`src/common/bus_pkg.sv`:
```
// Internal memory bus widths
// Slot arbitration constants for the RAM window
// Access timing of the external SRAM

package bus_pkg;

    // Address and data sizes
    localparam int RAM_ADDR_WIDTH = 17;  // 128 KiB of byte-wide SRAM
    localparam int DATA_WIDTH     = 8;

    // Slot counter, one RAM slot per frame
    localparam int SLOT_BITS = 6;  // 64-cycle frame
    localparam logic [SLOT_BITS-1:0] SLOT_GRANT = SLOT_BITS'(63);

    // Cycles the RAM pins stay asserted for one access
    localparam int RAM_ACCESS_CYCLES = 2;

    // Width of the access hold counter
    localparam int ACCESS_CNT_BITS = $clog2(RAM_ACCESS_CYCLES + 1);

endpackage

```
`src/common/spi_cmd_pkg.sv`:
```
// SPI command frame layout
// Bit positions inside the command byte
// State type of the command decoder

package spi_cmd_pkg;

    // Command byte fields
    localparam int CMD_WRITE_BIT = 7;  // 1 = write frame
    localparam int CMD_A16_BIT   = 0;  // Top RAM address bit

    // Where the frame bytes land in the RAM address
    localparam int ADDR_A16_POS = 16;
    localparam int ADDR_HI_LSB  = 8;   // Byte 1 carries bits 15..8

    // Bit counter within one SPI byte
    localparam int BIT_CNT_BITS = 3;

    // Decoder states, one per frame byte plus the bus wait
    typedef enum logic [2:0] {
        COMMAND,
        ADDR_HI,
        ADDR_LO,
        DATA,
        WAIT_ACK,
        DONE
    } decode_state_t;

endpackage

```
`src/common/mem_bus_if.sv`:
```
// Internal single-byte memory bus
// Cycle, strobe, stall and ack handshake with address and data
// Modports for the decoder, both arbiter sides and the SRAM controller

interface mem_bus_if import bus_pkg::*; ();

    logic [RAM_ADDR_WIDTH-1:0] addr;
    logic [DATA_WIDTH-1:0]     wdata;
    logic [DATA_WIDTH-1:0]     rdata;
    logic                      we;
    logic                      cycle;
    logic                      strobe;
    logic                      stall;   // Strobe not yet taken
    logic                      ack;     // One-cycle completion pulse

    // Request side, the command decoder
    modport master (
        output addr, wdata, we, cycle, strobe,
        input  rdata, stall, ack
    );

    // Arbiter facing the requester
    modport arb_in (
        input  addr, wdata, we, cycle, strobe,
        output rdata, stall, ack
    );

    // Arbiter facing the RAM
    modport arb_out (
        output addr, wdata, we, cycle, strobe,
        input  rdata, stall, ack
    );

    modport target (
        input  addr, wdata, we, cycle, strobe,
        output rdata, stall, ack
    );

endinterface

```
`src/rtl/spi/spi_target.sv`:
```
// SPI mode 0 target
// Two-flop pin synchronizers and SCK edge detection
// Receive shifter with byte strobe, reply shifter on falling edges

module spi_target import bus_pkg::*, spi_cmd_pkg::*; (
    input  logic                  clock_i,
    input  logic                  rst_n_i,
    input  logic                  spi_cs_n_i,
    input  logic                  spi_sck_i,
    input  logic                  spi_sd_i,
    output logic                  spi_sd_o,
    output logic                  rx_valid_o,
    output logic [DATA_WIDTH-1:0] rx_byte_o,
    output logic                  frame_start_o,
    input  logic                  tx_load_i,
    input  logic [DATA_WIDTH-1:0] tx_byte_i
);

    logic [2:0]              cs_ff;     // [1] synchronized, [2] previous
    logic [2:0]              sck_ff;
    logic [1:0]              sd_ff;
    logic                    sck_rise;
    logic                    sck_fall;
    logic                    sd_bit;    // Data aligned with sck_rise
    logic                    byte_done;
    logic [BIT_CNT_BITS-1:0] bit_cnt;
    logic [DATA_WIDTH-1:0]   rx_shift;
    logic [DATA_WIDTH-1:0]   tx_shift;

    always_ff @(posedge clock_i or negedge rst_n_i) begin
        if (!rst_n_i) begin
            cs_ff         <= '1;        // Idle deselected
            sck_ff        <= '0;
            sd_ff         <= '0;
            sck_rise      <= 1'b0;
            sck_fall      <= 1'b0;
            sd_bit        <= 1'b0;
            frame_start_o <= 1'b0;
        end else begin
            cs_ff         <= {cs_ff[1:0], spi_cs_n_i};
            sck_ff        <= {sck_ff[1:0], spi_sck_i};
            sd_ff         <= {sd_ff[0], spi_sd_i};
            sck_rise      <= sck_ff[1] & ~sck_ff[2] & ~cs_ff[1];
            sck_fall      <= ~sck_ff[1] & sck_ff[2] & ~cs_ff[1];
            sd_bit        <= sd_ff[1];
            frame_start_o <= ~cs_ff[1] & cs_ff[2];  // Chip select just fell
        end
    end

    // Bit counting and byte strobe
    always_ff @(posedge clock_i or negedge rst_n_i) begin
        if (!rst_n_i) begin
            bit_cnt    <= '0;
            byte_done  <= 1'b0;
            rx_valid_o <= 1'b0;
        end else begin
            if (cs_ff[1]) begin
                bit_cnt <= '0;
            end else if (sck_rise) begin
                bit_cnt <= bit_cnt + 1'b1;          // Wraps after eight bits
            end
            byte_done  <= sck_rise && !cs_ff[1] && (bit_cnt == '1);
            rx_valid_o <= byte_done;
        end
    end

    always_ff @(posedge clock_i) begin
        if (sck_rise) begin
            rx_shift <= {rx_shift[DATA_WIDTH-2:0], sd_bit};  // MSB first
        end
        if (byte_done) begin
            rx_byte_o <= rx_shift;
        end
    end

    // Reply path
    // The falling edge that closes a byte is skipped so a byte loaded
    // between bytes keeps its MSB on the line
    always_ff @(posedge clock_i or negedge rst_n_i) begin
        if (!rst_n_i) begin
            tx_shift <= '0;
        end else if (tx_load_i) begin
            tx_shift <= tx_byte_i;
        end else if (sck_fall && bit_cnt != '0) begin
            tx_shift <= {tx_shift[DATA_WIDTH-2:0], 1'b0};
        end
    end

    assign spi_sd_o = tx_shift[DATA_WIDTH-1];

endmodule

```
`src/rtl/spi/spi_cmd_decoder.sv`:
```
// SPI frame decoder
// Collects command, address and write data bytes
// Issues one bus request per frame and returns read data as the reply byte

module spi_cmd_decoder import bus_pkg::*, spi_cmd_pkg::*; (
    input  logic                  clock_i,
    input  logic                  rst_n_i,
    input  logic                  rx_valid_i,
    input  logic [DATA_WIDTH-1:0] rx_byte_i,
    input  logic                  frame_start_i,
    output logic                  tx_load_o,
    output logic [DATA_WIDTH-1:0] tx_byte_o,
    output logic                  spi_stall_o,
    mem_bus_if.master             bus
);

    decode_state_t state;
    logic          accepted;   // Strobe taken by the arbiter
    logic          restart;    // New frame seen during the bus wait
    logic          done_ack;

    assign done_ack = (state == WAIT_ACK) && bus.ack && accepted;

    // Reply byte goes straight into the SPI shifter on a read ack
    assign tx_load_o = done_ack && !bus.we;
    assign tx_byte_o = bus.rdata;

    always_ff @(posedge clock_i or negedge rst_n_i) begin
        if (!rst_n_i) begin
            state       <= COMMAND;
            bus.cycle   <= 1'b0;
            bus.strobe  <= 1'b0;
            spi_stall_o <= 1'b0;
            accepted    <= 1'b0;
            restart     <= 1'b0;
        end else begin
            if (bus.strobe && !bus.stall) begin
                accepted <= 1'b1;
            end
            if (frame_start_i && state != WAIT_ACK) begin
                state <= COMMAND;
            end else begin
                unique case (state)
                    COMMAND: if (rx_valid_i) state <= ADDR_HI;
                    ADDR_HI: if (rx_valid_i) state <= ADDR_LO;
                    ADDR_LO, DATA: begin
                        // Reads go out after the address, writes after the data
                        if (rx_valid_i && (state == DATA || !bus.we)) begin
                            bus.cycle   <= 1'b1;
                            bus.strobe  <= 1'b1;
                            spi_stall_o <= 1'b1;
                            accepted    <= 1'b0;
                            state       <= WAIT_ACK;
                        end else if (rx_valid_i) begin
                            state <= DATA;
                        end
                    end
                    WAIT_ACK: begin
                        if (frame_start_i) restart <= 1'b1;
                        if (done_ack) begin
                            bus.cycle   <= 1'b0;
                            bus.strobe  <= 1'b0;
                            spi_stall_o <= 1'b0;
                            restart     <= 1'b0;
                            state       <= (restart || frame_start_i) ? COMMAND : DONE;
                        end
                    end
                    default: ;  // DONE waits for the next frame
                endcase
            end
        end
    end

    // Request payload, held unchanged while the bus cycle is open
    always_ff @(posedge clock_i) begin
        if (rx_valid_i) begin
            unique case (state)
                COMMAND: begin
                    bus.we               <= rx_byte_i[CMD_WRITE_BIT];
                    bus.addr[ADDR_A16_POS] <= rx_byte_i[CMD_A16_BIT];
                end
                ADDR_HI: bus.addr[ADDR_HI_LSB +: DATA_WIDTH] <= rx_byte_i;
                ADDR_LO: bus.addr[DATA_WIDTH-1:0]            <= rx_byte_i;
                DATA:    bus.wdata                           <= rx_byte_i;
                default: ;
            endcase
        end
    end

endmodule

```
`src/rtl/bus/bus_arbiter.sv`:
```
// Slot arbiter between the decoder and the SRAM controller
// Free-running 64-cycle slot counter, RAM opened only at SLOT_GRANT

module bus_arbiter import bus_pkg::*; (
    input  logic       clock_i,
    input  logic       rst_n_i,
    mem_bus_if.arb_in  req,
    mem_bus_if.arb_out ram,
    output logic       bus_busy_o
);

    logic [SLOT_BITS-1:0] slot_cnt;
    logic                 slot_hit;
    logic                 granted;   // Access in flight on the RAM side
    logic                 take;

    assign slot_hit = (slot_cnt == SLOT_GRANT);
    assign take     = req.cycle && req.strobe && slot_hit && !granted && !ram.stall;

    always_ff @(posedge clock_i or negedge rst_n_i) begin
        if (!rst_n_i) begin
            slot_cnt <= '0;
            granted  <= 1'b0;
        end else begin
            slot_cnt <= slot_cnt + 1'b1;   // Runs regardless of requests
            if (ram.ack) begin
                granted <= 1'b0;
            end else if (take) begin
                granted <= 1'b1;
            end
        end
    end

    // Payload passes straight through
    assign ram.addr  = req.addr;
    assign ram.wdata = req.wdata;
    assign ram.we    = req.we;

    // Strobe forwarded in the granted slot only
    assign ram.cycle  = req.cycle && (granted || slot_hit);
    assign ram.strobe = req.strobe && slot_hit && !granted;

    assign req.rdata = ram.rdata;
    assign req.ack   = ram.ack;
    assign req.stall = !(granted || (slot_hit && !ram.stall));

    assign bus_busy_o = req.cycle;

endmodule

```
`src/rtl/bus/sram_controller.sv`:
```
// External SRAM controller
// Registers address and data, holds oe or we for RAM_ACCESS_CYCLES
// Samples read data in the last held cycle and pulses ack after it

module sram_controller import bus_pkg::*; (
    input  logic                      clock_i,
    input  logic                      rst_n_i,
    mem_bus_if.target                 bus,
    output logic [RAM_ADDR_WIDTH-1:0] ram_addr_o,
    input  logic [DATA_WIDTH-1:0]     ram_data_i,
    output logic [DATA_WIDTH-1:0]     ram_data_o,
    output logic                      ram_data_oe_o,
    output logic                      ram_oe_o,
    output logic                      ram_we_o
);

    logic                       active;    // RAM pins asserted
    logic [ACCESS_CNT_BITS-1:0] hold_cnt;  // Remaining held cycles
    logic                       accept;

    assign accept    = bus.cycle && bus.strobe && !bus.stall;
    assign bus.stall = active || bus.ack;

    always_ff @(posedge clock_i or negedge rst_n_i) begin
        if (!rst_n_i) begin
            active        <= 1'b0;
            hold_cnt      <= '0;
            bus.ack       <= 1'b0;
            bus.rdata     <= '0;
            ram_addr_o    <= '0;
            ram_data_o    <= '0;
            ram_data_oe_o <= 1'b0;
            ram_oe_o      <= 1'b0;
            ram_we_o      <= 1'b0;
        end else begin
            bus.ack <= 1'b0;
            if (accept) begin
                ram_addr_o    <= bus.addr;
                ram_data_o    <= bus.wdata;
                ram_we_o      <= bus.we;
                ram_data_oe_o <= bus.we;   // Drive the data pins on writes only
                ram_oe_o      <= !bus.we;
                hold_cnt      <= ACCESS_CNT_BITS'(RAM_ACCESS_CYCLES - 1);
                active        <= 1'b1;
            end else if (active) begin
                if (hold_cnt != '0) begin
                    hold_cnt <= hold_cnt - 1'b1;
                end else begin
                    // Last held cycle, release the pins and complete
                    if (ram_oe_o) begin
                        bus.rdata <= ram_data_i;
                    end
                    ram_we_o      <= 1'b0;
                    ram_oe_o      <= 1'b0;
                    ram_data_oe_o <= 1'b0;
                    active        <= 1'b0;
                    bus.ack       <= 1'b1;
                end
            end
        end
    end

endmodule

```
`src/rtl/pet_bridge_top.sv`:
```
// Microcontroller to SRAM bridge, top level
// SPI target and command decoder on the request side
// Slot arbiter and SRAM controller on the RAM side

module pet_bridge_top import bus_pkg::*; (
    input  logic                      clock_i,
    input  logic                      rst_n_i,

    // SPI from the microcontroller
    input  logic                      spi_cs_n_i,
    input  logic                      spi_sck_i,
    input  logic                      spi_sd_i,
    output logic                      spi_sd_o,
    output logic                      spi_stall_o,   // Request in progress

    // External SRAM
    output logic [RAM_ADDR_WIDTH-1:0] ram_addr_o,
    input  logic [DATA_WIDTH-1:0]     ram_data_i,
    output logic [DATA_WIDTH-1:0]     ram_data_o,
    output logic                      ram_data_oe_o,
    output logic                      ram_oe_o,
    output logic                      ram_we_o,

    output logic                      status_o
);

    logic                  rx_valid;
    logic [DATA_WIDTH-1:0] rx_byte;
    logic                  frame_start;
    logic                  tx_load;
    logic [DATA_WIDTH-1:0] tx_byte;
    logic                  bus_busy;

    mem_bus_if req_bus ();   // Decoder to arbiter
    mem_bus_if ram_bus ();   // Arbiter to SRAM controller

    spi_target spi_target_i (
        .clock_i       (clock_i),
        .rst_n_i       (rst_n_i),
        .spi_cs_n_i    (spi_cs_n_i),
        .spi_sck_i     (spi_sck_i),
        .spi_sd_i      (spi_sd_i),
        .spi_sd_o      (spi_sd_o),
        .rx_valid_o    (rx_valid),
        .rx_byte_o     (rx_byte),
        .frame_start_o (frame_start),
        .tx_load_i     (tx_load),
        .tx_byte_i     (tx_byte)
    );

    spi_cmd_decoder spi_cmd_decoder_i (
        .clock_i       (clock_i),
        .rst_n_i       (rst_n_i),
        .rx_valid_i    (rx_valid),
        .rx_byte_i     (rx_byte),
        .frame_start_i (frame_start),
        .tx_load_o     (tx_load),
        .tx_byte_o     (tx_byte),
        .spi_stall_o   (spi_stall_o),
        .bus           (req_bus)
    );

    bus_arbiter bus_arbiter_i (
        .clock_i    (clock_i),
        .rst_n_i    (rst_n_i),
        .req        (req_bus),
        .ram        (ram_bus),
        .bus_busy_o (bus_busy)
    );

    sram_controller sram_controller_i (
        .clock_i       (clock_i),
        .rst_n_i       (rst_n_i),
        .bus           (ram_bus),
        .ram_addr_o    (ram_addr_o),
        .ram_data_i    (ram_data_i),
        .ram_data_o    (ram_data_o),
        .ram_data_oe_o (ram_data_oe_o),
        .ram_oe_o      (ram_oe_o),
        .ram_we_o      (ram_we_o)
    );

    assign status_o = bus_busy;  // LED on while a bus cycle is open

endmodule

```
`config.mk`:
```
export PLATFORM = sky130hd
export DESIGN_NAME = pet_bridge_top
export DESIGN_NICKNAME = d
export VERILOG_FILES = /design/src/common/bus_pkg.sv /design/src/common/spi_cmd_pkg.sv /design/src/common/mem_bus_if.sv /design/src/rtl/spi/spi_target.sv /design/src/rtl/spi/spi_cmd_decoder.sv /design/src/rtl/bus/bus_arbiter.sv /design/src/rtl/bus/sram_controller.sv /design/src/rtl/pet_bridge_top.sv
export SDC_FILE = /design/constraint.sdc
export NUM_CORES = 1
export LEC_CHECK = 0
export CAP_MARGIN = 40
export CORE_ASPECT_RATIO = 1.5
export CORE_UTILIZATION = 45
export DETAILED_ROUTE_END_ITERATION = 12
export DONT_BUFFER_PORTS = 1
export GPL_TIMING_DRIVEN = 0
export MAX_ROUTING_LAYER = met4
export PLACE_DENSITY = 0.72
export SLEW_MARGIN = 20
export SYNTH_ARGS = -nofsm -noshare
export SYNTH_HDL_FRONTEND = slang
export SYNTH_SLANG_ARGS = --single-unit
```
`constraint.sdc`:
```
create_clock -name clock_i -period 3 [get_ports clock_i]
set_input_delay 0.45 -clock clock_i [delete_from_list [all_inputs] [get_ports clock_i]]
set_output_delay 0.45 -clock clock_i [all_outputs]
set_load 0.02 [all_outputs]
```
==> flow_summary.yaml <==
run_status:
  outcome: "complete, no violations"
power:
  power_leakage_nw: 2.30
  ir_worst_vdd_mv: 0.727
  power_density_nw_per_um2: 709
cts:
  cts.clk_slew.worst_paths_ns: 0.06
  cts-root-buf: "clkbuf_16"
  cts_max_level: 4
  cts_resized: 0
  cts_tree: "built"
  clockBufferDepth: 2
  clkLatencyLatePin_ns: 0.41
  cts_setup_buffers: 0
  numCtsBuffers: 17
  clock-sinks: 119
  cts_hold_buffers: 2
logic_synthesis:
  syn_nets: 298
  syn_inst: 280
  yosysSeqAreaShare_pct: 70.7
  ys_ff_latch: 119
  syn_area_sq_um: 4510
  synthFlopType: "dfrtp_1"
  avgSynthCellArea_sq_um: 16.1
  synth-async-reset-ratio_pct: 64.7
  synth-edff-count: 42
  yosysUniqueCellTypes: 48
  ys.warnings.count: 0
timing:
  hold_viol: 0
  relSlewSlack_pct: 43.6
  finalSetupTns_ns: 0
  min_period_over_period_pct: 57.2
  drv_slew: 0
  worst_pin_slew_ns: 0.842
  fin_crit_ns: 1.72
  setup_viol: 0
  whs_ns: 0.0345
  clock.fmax_mhz: 583
  finClkSkew_ns: 0.00737
  rsz0062_at_grt: "no"
drt:
  wl_met2_mm: 3.72
  drc: 0
  detail_route.vias_per_cell: 5.34
  first_pass_iters: 4
  wl_per_cell_microns: 16.8
  ant_nets: 0
  drt_iter0_markers: 128
  finalWirelength_mm: 7.20
  num_vias: 2290
  met3WireLength_microns: 322
  top_layer_used: "met4"
  wl_met1_mm: 2.97
global_routing:
  grt_max_degree: 78
  grt_pass1_wl_mm: 12.1
  grt_pass1_vias: 2461
  grt_overflow_total: 0
  antenna_found_initial: 0
  grt.total_usage_pct: 15.8
floorplan:
  rows: 44
  die_w_microns: 83.8
  ios: 44
  initial_core_util_pct: 46.6
  die_y_microns: 125
  die_area_sq_um: 10400
  coreArea_sq_um: 9690
critical_path:
  crit_family: "simple AND/OR/NAND/NOR gates"
  r2r-start: "bus_arbiter_i.slot_cnt[0]$_DFF_PN0_"
  rrSetupSlack_ns: 1.28
  start_kind: "flop"
  worstPathRequired_ns: 3.29
  path_buf_inv: 1
  crit_type: "reg2reg"
  crit_arrival_ns: 2.01
  cp_cell_sequence: "ha_1, and4bb_1, nand4_2, buf_6, mux2_4"
  worst-path-max-fanout: 10
  worstSetupEndpointType: "flop"
  slowest_stage: "dfrtp_1"
  timing.rr.end: "sram_controller_i.ram_addr_o[5]$_DFFE_PN0P_"
  cpPeakStageDelay_ns: 0.39
  r2r_cells: 5
final_layout:
  drive_above_1_share_pct: 27.4
  syn_to_final_growth_pct: 16.8
  n_antenna_cell: 0
  layout_common_cells: "74 x dfrtp_1, 42 x edfxtp_1, 24 x mux2_4, 17 x clkbuf_16, 12 x inv_1"
  fill_cells: 778
  fin_nets: 319
  final_area_sq_um: 5270
  final_common_cell: "dfrtp_1"
place:
  placedInstanceArea_sq_um: 4660
  dpl.hpwl_mm: 4.48
  portBuffers: 0
  globalplace.congestion: 0.816
job:
  drv_cap: 0
min_path:
  min_path_type: "in2reg"
  hp-start: "spi_cs_n_i"
  min_to: "spi_target_i.cs_ff[0]$_DFF_PN1_"
  whs_path_depth: 0
[synthesized netlist by cell type (all sizes together) (4+ instances only)]
cell type	number	share of area, %
a31oi	8	1.1
buf	11	2.0
dfrtp	74	41
edfxtp	42	28
ha	5	1.4
inv	12	1.0
mux2	33	10
mux2i	4	0.89
nand2	8	0.67
nand3	4	0.44
nand3b	8	1.3
nor2	8	0.67
nor3	11	1.2
o21ai	10	1.1
xnor2	5	0.97
[through the flow]
step / setup WS, ns / std cells / total power [mW] / utilization (%)
after floorplan: 1.37 / 280 / 1.80 / -
after global placement: 0.819 / 395 / 1.81 / 48.1
after detailed placement: 1.25 / 395 / 1.82 / 48.1
after CTS: 1.24 / 429 / 3.78 / 54.4
after global routing: 1.13 / 429 / 3.86 / 54.4
final: 1.28 / 429 / 3.74 / 54.4
[worst register-to-register path: cells and delay by family (launching register included)]
family | cells | cell delay (ns)
buffers and inverters | 1 | 0.23
adder cells (fa/ha/maj) | 1 | 0.22
AND/OR/NAND/NOR | 2 | 0.45
flip-flops | 1 | 0.39
multiplexers | 1 | 0.31
[sequential cells by signal, indices dropped and copies added (netlist names), 2 cells and up]
register,cells
bus_arbiter_i.slot_cnt,6
sram_controller_i.hold_cnt,2
spi_cmd_decoder_i.state,3
spi_target_i.sck_ff,3
sram_controller_i.ram_addr_o,17
spi_target_i.bit_cnt,3
spi_target_i.rx_shift,8
spi_cmd_decoder_i.bus.addr,17
spi_target_i.tx_shift,8
spi_target_i.rx_byte_o,8
spi_cmd_decoder_i.bus.wdata,8
spi_target_i.cs_ff,3
sram_controller_i.bus.rdata,8
spi_target_i.sd_ff,2
sram_controller_i.ram_data_o,8
[metal layers]
| layer | global-route usage [%] | vias to the layer above |
|---|---|---|
| met4 | 9.97 | 0 |
| met1 | 17.1 | 1150 |
| met3 | 5.17 | 17 |
| li1 | - | 1061 |
| met2 | 24.9 | 62 |
| met5 | - | - |
[power breakdown]
part	internal [mW]	switching, mW
Clock	1.16	0.769
Combinational	0.0399	0.0558
Sequential	1.70	0.0144
Total	2.90	0.839
[kinds of logic after synthesis]
group / count (synthesis) / share of synthesized area (%)
DFF: 119 / 70.7
and+or+nand+nor: 56 / 7.51
muxes: 37 / 11.1
AOI/OAI and AO/OA: 33 / 5.04
buffers and inverters: 24 / 3.08
xor gates and xnor gates: 6 / 1.16
adders and majority gates: 5 / 1.39
[worst max-delay path by stage]
stage,startpoint,endpoint,depth (start not counted)
finish,bus_arbiter_i.slot_cnt[0]$_DFF_PN0_,sram_controller_i.ram_addr_o[5]$_DFFE_PN0P_,5
global route,spi_target_i.bit_cnt[0]$_DFFE_PN0P_,spi_target_i.tx_shift[1]$_DFFE_PN0P_,6
CTS,spi_cmd_decoder_i.state[2]$_DFFE_PN0P_,spi_cmd_decoder_i.bus.wdata[0]$_DFFE_PP_,2
detailed placement,spi_cmd_decoder_i.state[2]$_DFFE_PN0P_,spi_cmd_decoder_i.bus.wdata[2]$_DFFE_PP_,2
global placement,spi_cmd_decoder_i.state[2]$_DFFE_PN0P_,spi_cmd_decoder_i.bus.addr[11]$_DFFE_PP_,2
floorplan,spi_cmd_decoder_i.state[2]$_DFFE_PN0P_,spi_cmd_decoder_i.bus.addr[10]$_DFFE_PP_,2
[layout make-up]
cell class                      count  area, sq um  share of cell area [%]
Buffer                             12         93.8                    1.78
Clock buffer                       18          429                    8.14
Clock inverter                     14          143                    2.71
Inverter                           12         45.0                   0.854
Multi-Input combinational cell    137         1190                    22.5
Sequential cell                   119         3190                    60.5
Tap cell                          115          144                    2.73
Timing Repair Buffer                2         37.5                   0.712
(Power assumes the default switching activity.)
